[src/hdl/mul_config.svh]
// width settings for the iterative radix-4 booth multiplier
// stride must be even, divide the width and stay below it
// cpa stride must divide the width
`ifndef MUL_CONFIG_SVH
`define MUL_CONFIG_SVH

// operand width, product is twice this
`define MUL_WIDTH 32

// multiplier bits consumed per calc cycle
`define MUL_STRIDE 8

// high-half bits resolved per cpa cycle
`define MUL_CPA_STRIDE 16

// carry-save register width
// stride for the most shifted row, width+3 for a partial product, 1 for carry
`define MUL_CSA_WIDTH (`MUL_STRIDE + `MUL_WIDTH + 4)

`endif

[src/hdl/mul_pkg.sv]
// shared types for the booth multiplier
// digit bits are {negate, double, nonzero}
`default_nettype none

package mul_pkg;

  typedef enum logic [1:0] {
    st_idle,
    st_calc,
    st_cpa,
    st_done
  } mul_state_e;

  typedef enum logic [2:0] {
    bd_zero = 3'b000,
    bd_pos1 = 3'b001,
    bd_pos2 = 3'b011,
    bd_neg1 = 3'b101,
    bd_neg2 = 3'b111 // -2A, complement and shift, +1 comes as sign fix
  } booth_digit_e;

endpackage

`default_nettype wire

[src/hdl/mul_sequencer.sv]
// controller for one product at a time
// width/stride calc cycles, then width/cpa_stride cpa cycles, then done
`default_nettype none
`timescale 1ns/10ps
`include "mul_config.svh"

module mul_sequencer import mul_pkg::*; (
  input  logic clk_i,
  input  logic reset_i,
  input  logic v_i,
  input  logic yumi_i,
  output logic ready_o,
  output logic v_o,
  output logic load_o,
  output logic calc_o,
  output logic cpa_first_o,
  output logic cpa_o
);

  localparam int calc_lv_lp = `MUL_WIDTH / `MUL_STRIDE;
  localparam int cpa_lv_lp  = `MUL_WIDTH / `MUL_CPA_STRIDE;
  localparam int calc_cw_lp = (calc_lv_lp > 1) ? $clog2(calc_lv_lp) : 1;
  localparam int cpa_cw_lp  = (cpa_lv_lp > 1) ? $clog2(cpa_lv_lp) : 1;

  mul_state_e            state_r;
  logic [calc_cw_lp-1:0] calc_cnt_r;
  logic [cpa_cw_lp-1:0]  cpa_cnt_r;
  logic                  calc_last;
  logic                  cpa_last;

  assign calc_last = (calc_cnt_r == calc_cw_lp'(calc_lv_lp - 1));
  assign cpa_last  = (cpa_cnt_r == cpa_cw_lp'(cpa_lv_lp - 1));

  always_ff @(posedge clk_i) begin
    if (reset_i) begin
      state_r <= st_idle;
    end else begin
      case (state_r)
        st_idle: if (v_i) state_r <= st_calc;
        st_calc: if (calc_last) state_r <= st_cpa;
        st_cpa:  if (cpa_last) state_r <= st_done;
        default: if (yumi_i) state_r <= st_idle;
      endcase
    end
  end

  always_ff @(posedge clk_i) begin
    if (reset_i || load_o) begin
      calc_cnt_r <= '0;
      cpa_cnt_r  <= '0;
    end else if (calc_o) begin
      calc_cnt_r <= calc_cnt_r + 1'b1;
    end else if (cpa_o) begin
      cpa_cnt_r <= cpa_cnt_r + 1'b1;
    end
  end

  assign ready_o     = (state_r == st_idle);
  assign v_o         = (state_r == st_done);
  assign load_o      = ready_o & v_i; // accept edge
  assign calc_o      = (state_r == st_calc);
  assign cpa_o       = (state_r == st_cpa);
  assign cpa_first_o = cpa_o & (cpa_cnt_r == '0);

endmodule

`default_nettype wire

[src/hdl/booth_selector.sv]
// one partial product from A and a booth digit
// negation is one's complement only, the +1 is added by the caller
`default_nettype none
`timescale 1ns/10ps
`include "mul_config.svh"

module booth_selector import mul_pkg::*; #(
  parameter bit leading = 1'b0
) (
  input  logic [`MUL_WIDTH:0]           op_i,
  input  booth_digit_e                  digit_i,
  output logic [`MUL_WIDTH+2+leading:0] pp_o
);

  logic [`MUL_WIDTH:0] pos_neg;
  logic [`MUL_WIDTH:0] nz;
  logic [`MUL_WIDTH:0] pd;
  logic                e;

  assign pos_neg = digit_i[2] ? ~op_i : op_i;
  assign nz      = digit_i[0] ? pos_neg : '0;
  assign pd      = digit_i[1] ? {nz[`MUL_WIDTH-1:0], digit_i[2]} : nz;
  assign e       = nz[`MUL_WIDTH]; // sign of the row, kept across the doubling

  // sign extension encoding
  if (leading) begin : g_lead
    assign pp_o = {~e, e, e, pd};
  end else begin : g_row
    assign pp_o = {1'b1, ~e, pd};
  end

endmodule

`default_nettype wire

[src/hdl/booth_recoder.sv]
// radix-4 recoding of operand b, done once at accept
// digit 0 becomes the leading partial product right away
// remaining digits leave stride/2 at a time, lowest first
`default_nettype none
`timescale 1ns/10ps
`include "mul_config.svh"

module booth_recoder import mul_pkg::*; (
  input  logic                                clk_i,
  input  logic                                reset_i,
  input  logic                                load_i,
  input  logic                                calc_i,
  input  logic [`MUL_WIDTH-1:0]               opa_i,
  input  logic [`MUL_WIDTH-1:0]               opb_i,
  input  logic                                signed_i,
  output logic [`MUL_WIDTH:0]                 opa_ext_o,
  output booth_digit_e [`MUL_STRIDE/2-1:0]    digits_o,
  output logic                                sign_fix_o,
  output logic [`MUL_WIDTH+3:0]               first_pp_o
);

  localparam int ndig_lp = `MUL_WIDTH / 2;
  localparam int step_lp = `MUL_STRIDE / 2;

  logic                     opb_sign;
  logic [`MUL_WIDTH+2:0]    opb_ext;
  logic [`MUL_WIDTH:0]      opa_ext;
  booth_digit_e [ndig_lp:0] code;

  booth_digit_e [ndig_lp-1:0] digits_r;
  logic                       sign_fix_r;
  logic [`MUL_WIDTH:0]        opa_r;

  function automatic booth_digit_e encode(input logic [2:0] bits);
    booth_digit_e d;
    case (bits)
      3'b001, 3'b010: d = bd_pos1;
      3'b011:         d = bd_pos2;
      3'b100:         d = bd_neg2;
      3'b101, 3'b110: d = bd_neg1;
      default:        d = bd_zero;
    endcase
    return d;
  endfunction

  assign opb_sign = signed_i & opb_i[`MUL_WIDTH-1];
  assign opb_ext  = {opb_sign, opb_sign, opb_i, 1'b0}; // implicit b[-1] = 0
  assign opa_ext  = {signed_i & opa_i[`MUL_WIDTH-1], opa_i};

  // overlapping triplets, one per digit
  always_comb begin
    for (int i = 0; i <= ndig_lp; i++) begin
      code[i] = encode(opb_ext[2*i +: 3]);
    end
  end

  booth_selector #(
    .leading(1'b1)
  ) u_first_sel (
    .op_i   (opa_ext),
    .digit_i(code[0]),
    .pp_o   (first_pp_o)
  );

  always_ff @(posedge clk_i) begin
    if (reset_i) begin
      for (int i = 0; i < ndig_lp; i++) begin
        digits_r[i] <= bd_zero;
      end
      sign_fix_r <= 1'b0;
    end else if (load_i) begin
      for (int i = 0; i < ndig_lp; i++) begin
        digits_r[i] <= code[i+1];
      end
      sign_fix_r <= code[0][2];
    end else if (calc_i) begin
      for (int i = 0; i < ndig_lp; i++) begin
        if (i < ndig_lp - step_lp) digits_r[i] <= digits_r[i+step_lp];
        else digits_r[i] <= bd_zero;
      end
      sign_fix_r <= digits_r[step_lp-1][2]; // +1 owed by last consumed digit
    end
  end

  always_ff @(posedge clk_i) begin
    if (load_i) opa_r <= opa_ext;
  end

  assign opa_ext_o  = opa_r;
  assign digits_o   = digits_r[step_lp-1:0];
  assign sign_fix_o = sign_fix_r;

endmodule

`default_nettype wire

[src/hdl/csa_accumulator.sv]
// carry-save accumulation, stride/2 partial products per calc cycle
// 3:2 rows in a plain chain, no 4:2 option
// low stride bits retire through the tail adder every cycle
`default_nettype none
`timescale 1ns/10ps
`include "mul_config.svh"

module csa_accumulator import mul_pkg::*; (
  input  logic                             clk_i,
  input  logic                             reset_i,
  input  logic                             load_i,
  input  logic                             calc_i,
  input  logic                             cpa_i,
  input  logic [`MUL_WIDTH:0]              opa_ext_i,
  input  booth_digit_e [`MUL_STRIDE/2-1:0] digits_i,
  input  logic                             sign_fix_i,
  input  logic [`MUL_WIDTH+3:0]            first_pp_i,
  output logic [`MUL_STRIDE-1:0]           tail_sum_o,
  output logic                             tail_carry_o,
  output logic [`MUL_CPA_STRIDE-1:0]       hi_a_o,
  output logic [`MUL_CPA_STRIDE-1:0]       hi_b_o
);

  localparam int step_lp = `MUL_STRIDE / 2;
  localparam int cw_lp   = `MUL_CSA_WIDTH;

  logic [cw_lp-1:0] sum_r;
  logic [cw_lp-1:0] carry_r;

  logic [`MUL_WIDTH+2:0] pp   [step_lp];
  logic [cw_lp-1:0]      rows [step_lp+2];
  logic [cw_lp-1:0]      acc_s [step_lp+1];
  logic [cw_lp-1:0]      acc_c [step_lp+1];
  logic [`MUL_STRIDE:0]  tail;

  for (genvar g = 0; g < step_lp; g++) begin : g_pp
    booth_selector #(
      .leading(1'b0)
    ) u_sel (
      .op_i   (opa_ext_i),
      .digit_i(digits_i[g]),
      .pp_o   (pp[g])
    );

    // pp sits at 2g+2, the previous digit's +1 at 2g
    if (g == 0) begin : g_row0
      assign rows[g] = cw_lp'({pp[g], 1'b0, sign_fix_i});
    end else begin : g_rown
      assign rows[g] = cw_lp'({pp[g], 1'b0, digits_i[g-1][2]}) << (2 * g);
    end
  end

  // running sum and carry, already retired bits dropped
  assign rows[step_lp]   = sum_r >> `MUL_STRIDE;
  assign rows[step_lp+1] = carry_r >> `MUL_STRIDE;

  assign acc_s[0] = rows[0];
  assign acc_c[0] = rows[1];

  for (genvar k = 0; k < step_lp; k++) begin : g_csa
    logic [cw_lp-1:0] x;
    logic [cw_lp-1:0] maj;

    assign x   = rows[k+2];
    assign maj = (acc_s[k] & acc_c[k]) | (acc_s[k] & x) | (acc_c[k] & x);

    assign acc_s[k+1] = acc_s[k] ^ acc_c[k] ^ x;
    assign acc_c[k+1] = {maj[cw_lp-2:0], 1'b0};
  end

  assign tail = {1'b0, sum_r[`MUL_STRIDE-1:0]} + {1'b0, carry_r[`MUL_STRIDE-1:0]};

  always_ff @(posedge clk_i) begin
    if (reset_i) begin
      sum_r   <= '0;
      carry_r <= '0;
    end else if (load_i) begin
      sum_r   <= {first_pp_i, {`MUL_STRIDE{1'b0}}};
      carry_r <= '0;
    end else if (calc_i) begin
      sum_r   <= acc_s[step_lp];
      carry_r <= {acc_c[step_lp][cw_lp-1:1], tail[`MUL_STRIDE]}; // lsb is free after shift
    end else if (cpa_i) begin
      sum_r   <= sum_r >> `MUL_CPA_STRIDE;
      carry_r <= carry_r >> `MUL_CPA_STRIDE;
    end
  end

  assign tail_sum_o   = tail[`MUL_STRIDE-1:0];
  assign tail_carry_o = tail[`MUL_STRIDE];
  assign hi_a_o       = sum_r[`MUL_STRIDE +: `MUL_CPA_STRIDE];
  assign hi_b_o       = carry_r[`MUL_STRIDE +: `MUL_CPA_STRIDE];

endmodule

`default_nettype wire

[src/hdl/result_cpa.sv]
// assembles the product, low half from the tail sums
// high half through a carry-select adder, one slice per cpa cycle
// the first tail chunk is only the seed padding and falls off the low end
`default_nettype none
`timescale 1ns/10ps
`include "mul_config.svh"

module result_cpa (
  input  logic                         clk_i,
  input  logic                         reset_i,
  input  logic                         calc_i,
  input  logic                         cpa_first_i,
  input  logic                         cpa_i,
  input  logic [`MUL_STRIDE-1:0]       tail_sum_i,
  input  logic                         tail_carry_i,
  input  logic [`MUL_CPA_STRIDE-1:0]   hi_a_i,
  input  logic [`MUL_CPA_STRIDE-1:0]   hi_b_i,
  output logic [2*`MUL_WIDTH-1:0]      result_o
);

  logic [`MUL_WIDTH-1:0] low_r;
  logic [`MUL_WIDTH-1:0] high_r;
  logic                  slice_carry_r;

  logic [`MUL_WIDTH+`MUL_STRIDE-1:0]     low_cat;
  logic [`MUL_WIDTH+`MUL_CPA_STRIDE-1:0] high_cat;
  logic [`MUL_CPA_STRIDE:0]              sum0;
  logic [`MUL_CPA_STRIDE:0]              sum1;
  logic [`MUL_CPA_STRIDE:0]              slice;
  logic                                  cin;

  // both carry-in cases ready before the select arrives
  assign sum0 = {1'b0, hi_a_i} + {1'b0, hi_b_i};
  assign sum1 = {1'b0, hi_a_i} + {1'b0, hi_b_i} + 1'b1;

  assign cin   = cpa_first_i ? tail_carry_i : slice_carry_r;
  assign slice = cin ? sum1 : sum0;

  assign low_cat  = {tail_sum_i, low_r};
  assign high_cat = {slice[`MUL_CPA_STRIDE-1:0], high_r};

  always_ff @(posedge clk_i) begin
    if (calc_i || cpa_first_i) begin
      low_r <= low_cat[`MUL_WIDTH+`MUL_STRIDE-1:`MUL_STRIDE];
    end
    if (cpa_i) begin
      high_r <= high_cat[`MUL_WIDTH+`MUL_CPA_STRIDE-1:`MUL_CPA_STRIDE];
    end
  end

  always_ff @(posedge clk_i) begin
    if (reset_i) slice_carry_r <= 1'b0;
    else if (cpa_i) slice_carry_r <= slice[`MUL_CPA_STRIDE];
  end

  assign result_o = {high_r, low_r};

endmodule

`default_nettype wire

[src/hdl/booth_mul_top.sv]
// iterative radix-4 booth multiplier, signed or unsigned
// unpipelined, ready_o/v_i in and v_o/yumi_i out
`default_nettype none
`timescale 1ns/10ps
`include "mul_config.svh"

module booth_mul_top import mul_pkg::*; (
  input  logic                    clk_i,
  input  logic                    reset_i,
  input  logic                    v_i,
  input  logic [`MUL_WIDTH-1:0]   opa_i,
  input  logic [`MUL_WIDTH-1:0]   opb_i,
  input  logic                    signed_i,
  input  logic                    yumi_i,
  output logic                    ready_o,
  output logic                    v_o,
  output logic [2*`MUL_WIDTH-1:0] result_o
);

  logic                             load;
  logic                             calc;
  logic                             cpa_first;
  logic                             cpa;
  logic [`MUL_WIDTH:0]              opa_ext;
  booth_digit_e [`MUL_STRIDE/2-1:0] digits;
  logic                             sign_fix;
  logic [`MUL_WIDTH+3:0]            first_pp;
  logic [`MUL_STRIDE-1:0]           tail_sum;
  logic                             tail_carry;
  logic [`MUL_CPA_STRIDE-1:0]       hi_a;
  logic [`MUL_CPA_STRIDE-1:0]       hi_b;

  mul_sequencer u_seq (
    .clk_i      (clk_i),
    .reset_i    (reset_i),
    .v_i        (v_i),
    .yumi_i     (yumi_i),
    .ready_o    (ready_o),
    .v_o        (v_o),
    .load_o     (load),
    .calc_o     (calc),
    .cpa_first_o(cpa_first),
    .cpa_o      (cpa)
  );

  booth_recoder u_rec (
    .clk_i     (clk_i),
    .reset_i   (reset_i),
    .load_i    (load),
    .calc_i    (calc),
    .opa_i     (opa_i),
    .opb_i     (opb_i),
    .signed_i  (signed_i),
    .opa_ext_o (opa_ext),
    .digits_o  (digits),
    .sign_fix_o(sign_fix),
    .first_pp_o(first_pp)
  );

  csa_accumulator u_acc (
    .clk_i       (clk_i),
    .reset_i     (reset_i),
    .load_i      (load),
    .calc_i      (calc),
    .cpa_i       (cpa),
    .opa_ext_i   (opa_ext),
    .digits_i    (digits),
    .sign_fix_i  (sign_fix),
    .first_pp_i  (first_pp),
    .tail_sum_o  (tail_sum),
    .tail_carry_o(tail_carry),
    .hi_a_o      (hi_a),
    .hi_b_o      (hi_b)
  );

  result_cpa u_cpa (
    .clk_i       (clk_i),
    .reset_i     (reset_i),
    .calc_i      (calc),
    .cpa_first_i (cpa_first),
    .cpa_i       (cpa),
    .tail_sum_i  (tail_sum),
    .tail_carry_i(tail_carry),
    .hi_a_i      (hi_a),
    .hi_b_i      (hi_b),
    .result_o    (result_o)
  );

endmodule

`default_nettype wire

[config.mk]
export PLATFORM = sky130hd
export DESIGN_NAME = booth_mul_top
export DESIGN_NICKNAME = d
export VERILOG_FILES = /design/src/hdl/mul_pkg.sv /design/src/hdl/mul_sequencer.sv /design/src/hdl/booth_selector.sv /design/src/hdl/booth_recoder.sv /design/src/hdl/csa_accumulator.sv /design/src/hdl/result_cpa.sv /design/src/hdl/booth_mul_top.sv
export VERILOG_INCLUDE_DIRS = /design/src /design/src/hdl
export SDC_FILE = /design/constraint.sdc
export NUM_CORES = 1
export LEC_CHECK = 0
export BUFFER_PORTS_ARGS = -buffer_cell sky130_fd_sc_hd__buf_2
export CAP_MARGIN = 20
export CELL_PAD_IN_SITES_DETAIL_PLACEMENT = 0
export CELL_PAD_IN_SITES_GLOBAL_PLACEMENT = 1
export CORE_UTILIZATION = 31
export CTS_CLUSTER_SIZE = 14
export DETAILED_ROUTE_END_ITERATION = 16
export GPL_ROUTABILITY_DRIVEN = 0
export PLACE_DENSITY_LB_ADDON = 0.25
export SETUP_SLACK_MARGIN = 0.1
export SLEW_MARGIN = 40
export SYNTH_ARGS = -nofsm -noshare
export SYNTH_HDL_FRONTEND = slang
export SYNTH_HIERARCHICAL = 1
export SYNTH_SLANG_ARGS = --single-unit
[constraint.sdc]
create_clock -name clk_i -period 3.95 [get_ports clk_i]
set_clock_uncertainty 0.1 [all_clocks]
set_input_delay 0 -clock clk_i [delete_from_list [all_inputs] [get_ports clk_i]]
set_output_delay 0 -clock clk_i [all_outputs]
set_load 0.05 [all_outputs]
==> impl_metrics.yaml, run 1 <==
status:
  outcome: "finished, final reports clean"
critical_path:
  critPathRequiredTime_ns: 4.26
  r2r_cells: 14
  worstPathArrival_ns: 4.16
  reg2reg_to: "u_acc/sum_r[33]"
  worst_setup_path_start_kind: "flip-flop"
  path_max_fanout: 6
  r2r_slack_ns: 0.1
  critical_path_class: "reg -> reg"
  r2r-start: "u_rec/digits_o[4]"
  crit_path_end_kind: "flip-flop"
  startpoint: "u_rec/digits_o[4]"
floorplan:
  num_io_pins: 135
  die_y_um: 256
  coreArea_um2: 63300
  initial_utilization_pct: 31.5
  die-area_um2: 65300
  die_w_um: 256
  rows: 92
cells_and_area:
  final_util_pct: 37.7
  drive_gt1_share_pct: 19.5
  fin_nets: 2541
  final_cell_count_no_fill: 3153
  synthToLayoutAreaGrowth_pct: 19.7
  diodes: 0
clocking:
  cts_root_buf: "clkbuf_16"
  cts_max_level: 2
  tritoncts: "built"
  clk_pin_slew_worst_paths_ns: 0.05
  insertion_delay_ns: 0.56
  cts_sinks: 239
  cts_buffer_depth: 3
  numCtsBuffers: 34
timing:
  max_freq_mhz: 260
  finalCriticalPeriod_ns: 3.85
  timing.hold.ws_ns: 0.0700
  rsz0062_at_grt: "true"
  report.final.hold_viol_count: 0
  layout_setup_ws_ns: 0.0985
  tightest_slew_ns: 0.807
  period_share_pct: 97.5
  slew-limit-headroom_pct: 46.2
  finalSetupViolations: 0
  slew_viol_final: 0
run:
  cap_violations: 0
logic_synthesis:
  yosys-top-cells-area: "edfxtp_1, dfxtp_1, fa_1"
  synthCells: 2131
  synth_edf_count: 97
  yosysWarnings: 6
  netlist-cell-type-count: 78
  synth_area_um2: 19900
  synthFlopType: "dfxtp_1"
  seq_area_frac_synth_pct: 28.9
  yosysTopAreaCellShare_pct: 14.6
  async_reset_ff_share_pct: 0
  ys_ff_latch: 239
  synth_area_per_cell_um2: 9.35
  syn_nets: 2391
  synth_area_leader_cell: "edfxtp_1"
grt:
  grt_pass1_wl_um: 100000
  gr-usage-met1_pct: 27.1
  use_met3_pct: 2.47
  grt-ovfl-total: 0
  grt-busiest-layer: "met2"
  met2_usage_pct: 32.0
  grt_max_degree: 146
  antenna_found_initial: 0
  track_usage_pct: 19.9
  grt_pass1_vias: 16200
hold_path:
  hold_end: "u_rec/opa_ext_o[20]"
  hold_depth: 2
  hold_class: "in -> reg"
  worstHoldStart: "opa_i[20]"
routing:
  wl_um: 67700
  via_count: 16500
  ant_nets: 0
  first_pass_iters: 5
  drcViolationCount: 0
  drtIter0Drc: 1147
  wl_per_cell_um: 21.5
  viasPerCell: 5.23
power_and_ir_drop:
  ir_drop_uv: 378
  powerDensity_nw_per_um2: 735
  power_uw: 17500
  p_leak_uw: 0.00885
place:
  port_buffers: 134
  post-place-ws_ns: -0.0217
  dp_hpwl_um: 45500
  dp_cells: 2967
==> cell usage after synthesis, types with 4 or more instances <==
cell type and instances:
ha_1 59, xor2_1 14, o21ai_0 165, buf_6 26, or2_1 12, clkbuf_4 25, buf_4 55, nor3b_1 17
conb_1 4, clkbuf_2 17, a31oi_1 8, o32ai_1 5, dfxtp_1 142, o211a_1 28, buf_2 50, a21oi_1 107
nand2b_1 32, mux2i_1 187, nand3_1 195, nor2b_1 45, a211oi_1 77, nand2_1 77, edfxtp_1 97, nand4b_1 4
o21ai_1 8, or2_2 4, o31a_1 16, buf_8 15, nor3_1 26, a21o_1 6, inv_1 172, clkbuf_1 30
nand2_2 6, or3_1 19, fa_1 132, a211oi_2 29, and3_1 4, o221a_2 10, a311oi_1 4, nand4_1 4
xnor2_1 21, nor2_1 122
==> layout make-up <==
cell class / instances / area, µm²
inverter: 172 / 646
clock inverter: 12 / 106
fill: 6513 / 39400
sequential: 239 / 5770
clock buffer: 50 / 983
tap: 846 / 1060
multi-input combinational: 1501 / 12500
timing repair buffer: 333 / 2820
==> placed cells by master, fill, tap and decap left out, types with 18 or more instances in the layout <==
cell,instances
or3_1,18
nand2_1,77
edfxtp_1,97
o21ai_0,124
o211a_1,28
mux2i_1,143
buf_2,133
xnor2_1,21
dfxtp_1,136
a211oi_2,29
fa_1,124
nand3_1,192
a211oi_1,76
o21ai_2,25
buf_12,21
o21ai_1,24
nand2b_1,30
nor2_1,122
ha_1,56
dlygate4sd3_1,100
inv_1,168
nor2b_1,44
clkbuf_16,41
nor3_1,25
buf_4,67
a21oi_1,106
mux2i_2,32
==> flip-flops by register name (all words and copies together) (netlist names), 2 cells and up <==
signal and count:
u_rec/digits_o 12, u_acc/carry_r 44, u_cpa/low_r 32, u_acc/sum_r 44, u_seq/calc_cnt_r 2, u_rec/opa_ext_o 33, u_rec/digits_r 35, u_seq/state_r 2
u_cpa/high_r 32
==> cell families after synthesis <==
kind of cell,count (synthesis),share of synthesized area (%)
buffers and inverters,391,11.1
other,4,0.0753
DFF,239,28.9
AOI/OAI and AO/OA,486,16.4
xor gates and xnor gates,35,1.54
and+or+nand+nor,594,15.4
adders and majority gates,191,17.0
muxes,191,9.62
==> where the power goes <==
group	total [µW]	switching, µW	internal, µW
Combinational	10300	6340	3980
Sequential	4150	727	3420
Clock	3070	1260	1810
Total	17500	8330	9210
==> metal layers <==
layer,vias to the layer above,wire [µm]
li1,7757,-
met5,-,0
met4,0,2290
met1,8187,30600
met2,464,31400
met3,97,3470
==> metrics by stage <==
| step | area [µm²] | TNS, ns |
|---|---|---|
| after floorplan | 19900 | 0 |
| after global placement | 20900 | -0.0625 |
| after detailed placement | 21000 | -0.0217 |
| after CTS | 23100 | 0 |
| after global routing | 23900 | -0.110 |
| final | 23900 | 0 |
==> worst max-delay path by stage <==
stage / slack [ns] / depth (start not counted) / endpoint
after CTS: 0.12 / 14 / u_acc/sum_r[33]
after global routing: -0.05 / 14 / u_acc/sum_r[32]
after floorplan: 0.12 / 15 / u_cpa/slice_carry_r
after detailed placement: -0.02 / 15 / u_cpa/slice_carry_r
final: 0.1 / 14 / u_acc/sum_r[33]
after global placement: -0.06 / 15 / u_cpa/slice_carry_r
==> timing repair <==
item | in CTS | in global routing
gates cloned | 0 | 6
buffers inserted | 3 | 15
hold buffers | 100 | 0
pin swaps | 6 | 45
endpoints found under the setup margin | 1 | 28
resized for setup | 8 | 157
endpoints found under the hold margin | 114 | 0
==> critical path, stage by stage, from the launching register on <==
cell and delay, ns:
dfxtp_4 0.45, clkbuf_16 0.23, mux2i_2 0.24, nand3_1 0.10, o21ai_1 0.12, fa_1 0.45, fa_1 0.52, inv_1 0.06
fa_1 0.47, fa_1 0.48, nand2b_1 0.09, o31a_1 0.14, nor2_1 0.04, a21oi_1 0.15, nor2_1 0.05
Note: power is estimated with default switching activity, not from simulation.
==> run 2: changes to the inputs <==
Settings changed: PLACE_DENSITY_LB_ADDON 0.25 to 0.1.
==> run 2 against run 1 <==
Critical path depth decreased by 1. Via count decreased by 2.1%. Maximum frequency decreased by 1.2%. Cell count decreased by 0.22%. Sequential share of layout area increased by 0.21 points. Power increased by 0.11%. First-iteration DRC count decreased by 18%. Critical path type unchanged. Largest power group unchanged.
==> impl_metrics.yaml, run 2 (same netlist as run 1, synthesis figures left out) <==
timing:
  max_freq_mhz: 257
  tightest_slew_ns: 0.818
  slew-limit-headroom_pct: 45.3
  period_share_pct: 98.7
  report.final.hold_viol_count: 0
  slew_viol_final: 0
  rsz0062_at_grt: "true"
  finalSetupViolations: 0
  finalCriticalPeriod_ns: 3.90
  layout_setup_ws_ns: 0.0518
power_and_ir_drop:
  pwr-share-comb_pct: 57.6
  p_switching_uw: 8260
  powerDensity_nw_per_um2: 742
  power.share.sequential_pct: 23.5
  p_int_uw: 9300
  p_clk_share_pct: 19.0
  p_leak_uw: 0.00879
  ir_drop_uv: 352
  power_uw: 17600
  p_sw_share_pct: 47.0
grt:
  track_usage_pct: 20.3
  grt-ovfl-total: 0
  grt_pass1_wl_um: 102000
  grt_max_degree: 119
  grt_pass1_vias: 16000
  antenna_found_initial: 0
cells_and_area:
  final_common_cell: "nand3_1"
  top_regs: "u_acc/carry_r x44, u_acc/sum_r x44, u_rec/digits_r x35"
  synthToLayoutAreaGrowth_pct: 18.7
  final_cell_count_no_fill: 3146
  drive_gt1_share_pct: 17.8
  fin_nets: 2535
  stdcell_area_um2: 23700
  final_cell_mix: "nand3_1, mux2i_1, inv_1, o21ai_0, dfxtp_1"
  final.fill_count: 6494
  diodes: 0
floorplan:
  rows: 92
  initial_utilization_pct: 31.5
  die_w_um: 256
  num_io_pins: 135
  die_y_um: 256
  die-area_um2: 65300
  coreArea_um2: 63300
routing:
  wl_per_cell_um: 21.7
  ant_nets: 0
  wl_um: 68400
  viasPerCell: 5.14
  via_count: 16200
  first_pass_iters: 6
  drcViolationCount: 0
  drtIter0Drc: 944
place:
  post-place-ws_ns: -0.0561
  dpl_cell_area_um2: 20900
  dp_hpwl_um: 47400
  port_buffers: 134
  dp_cells: 2971
clocking:
  cts_max_level: 2
  cts_buffer_depth: 3
  cts_sinks: 239
  numCtsBuffers: 34
  clk_pin_slew_worst_paths_ns: 0.06
  tritoncts: "built"
  cts_root_buf: "clkbuf_16"
  insertion_delay_ns: 0.56
run:
  cap_violations: 0
critical_path:
  crit_chain: "clkbuf_16, buf_4, mux2i_2, nand3_1, o21ai_2, fa_1, fa_1, inv_1, fa_2, fa_1, a211oi_2, a21oi_1, nor2_1"
  cp_num_buf_inv: 3
  critPathMaxStageDelay_ns: 0.53
  path_delay_family: "adder cells"
  path_max_fanout: 7
  worstPathArrival_ns: 4.28
  cp_slowest_cell: "fa_2"
  crit_path_end_kind: "flip-flop"
  critPathRequiredTime_ns: 4.33
  critical_path_class: "reg -> reg"
  worst_setup_path_start_kind: "flip-flop"
  worst_path_most_repeated_cell: "fa_1"
hold_path:
  hold_class: "in -> reg"
status:
  outcome: "finished, final reports clean"
-- run 2: tightest hold or removal path: stages --
cell,delay (ns)
buf_2,0.10
buf_4,0.31
mux2i_1,0.22
nor2_1,0.05
-- run 2: final timing paths --
check | from | endpoint | slack, ns | depth (start not counted)
setup reg to reg | u_rec/digits_o[4] | u_acc/sum_r[23] | 0.05 | 13
hold reg to reg | u_cpa/low_r[10] | u_cpa/low_r[2] | 0.34 | 0
hold / removal | opb_i[1] | u_rec/sign_fix_o | 0.09 | 4
setup / recovery | u_rec/digits_o[4] | u_acc/sum_r[23] | 0.05 | 13
-- run 2: area by class of cell --
type / count / area, µm² / share of cell area [%]
clock buffers: 47 / 1000 / 4.23
clock inverters: 14 / 209 / 0.883
inverters: 172 / 646 / 2.73
multi-input cells: 1501 / 12300 / 51.8
flip-flops and latches: 239 / 5770 / 24.4
well taps: 846 / 1060 / 4.47
repair buffers: 327 / 2710 / 11.5
-- run 2: what timing repair did --
item,4_1_cts,5_1_grt
setup buffers,5,8
endpoints found under the hold margin,112,0
endpoints found under the setup margin,4,29
pin swaps,4,33
hold buffers,97,0
gates cloned,0,4
gates resized for setup,7,80
-- run 2: power groups by stage --
stage | sequential (µW) | combinational (µW) | clock [µW]
2_1_floorplan | 4600 | 6490 | 0
3_3_place_gp | 4150 | 9580 | 0
3_5_place_dp | 4150 | 9620 | 0
4_1_cts | 4110 | 9790 | 3440
5_1_grt | 4220 | 11100 | 3530
6_report | 4120 | 10100 | 3330
-- run 2: stage by stage --
| stage | hold WS, ns | setup TNS (ns) | utilization (%) |
|---|---|---|---|
| final | 0.0883 | 0 | 37.4 |
| after global routing | 0.0914 | -0.354 | 37.4 |
| after CTS | 0.0509 | 0 | 36.6 |
| after detailed placement | 0.109 | -0.0561 | 33.1 |
| after global placement | 0.105 | -0.0212 | 33.0 |
| after floorplan | -0.00113 | 0 | - |
-- run 2: layer usage --
metal,vias to the layer above,global-route usage (%),part of all wire (%)
li1,7730,-,-
met1,7956,28.0,47
met2,395,32.0,45
met3,83,4.00,5.2
met4,0,5.44,2.6
met5,-,0,0
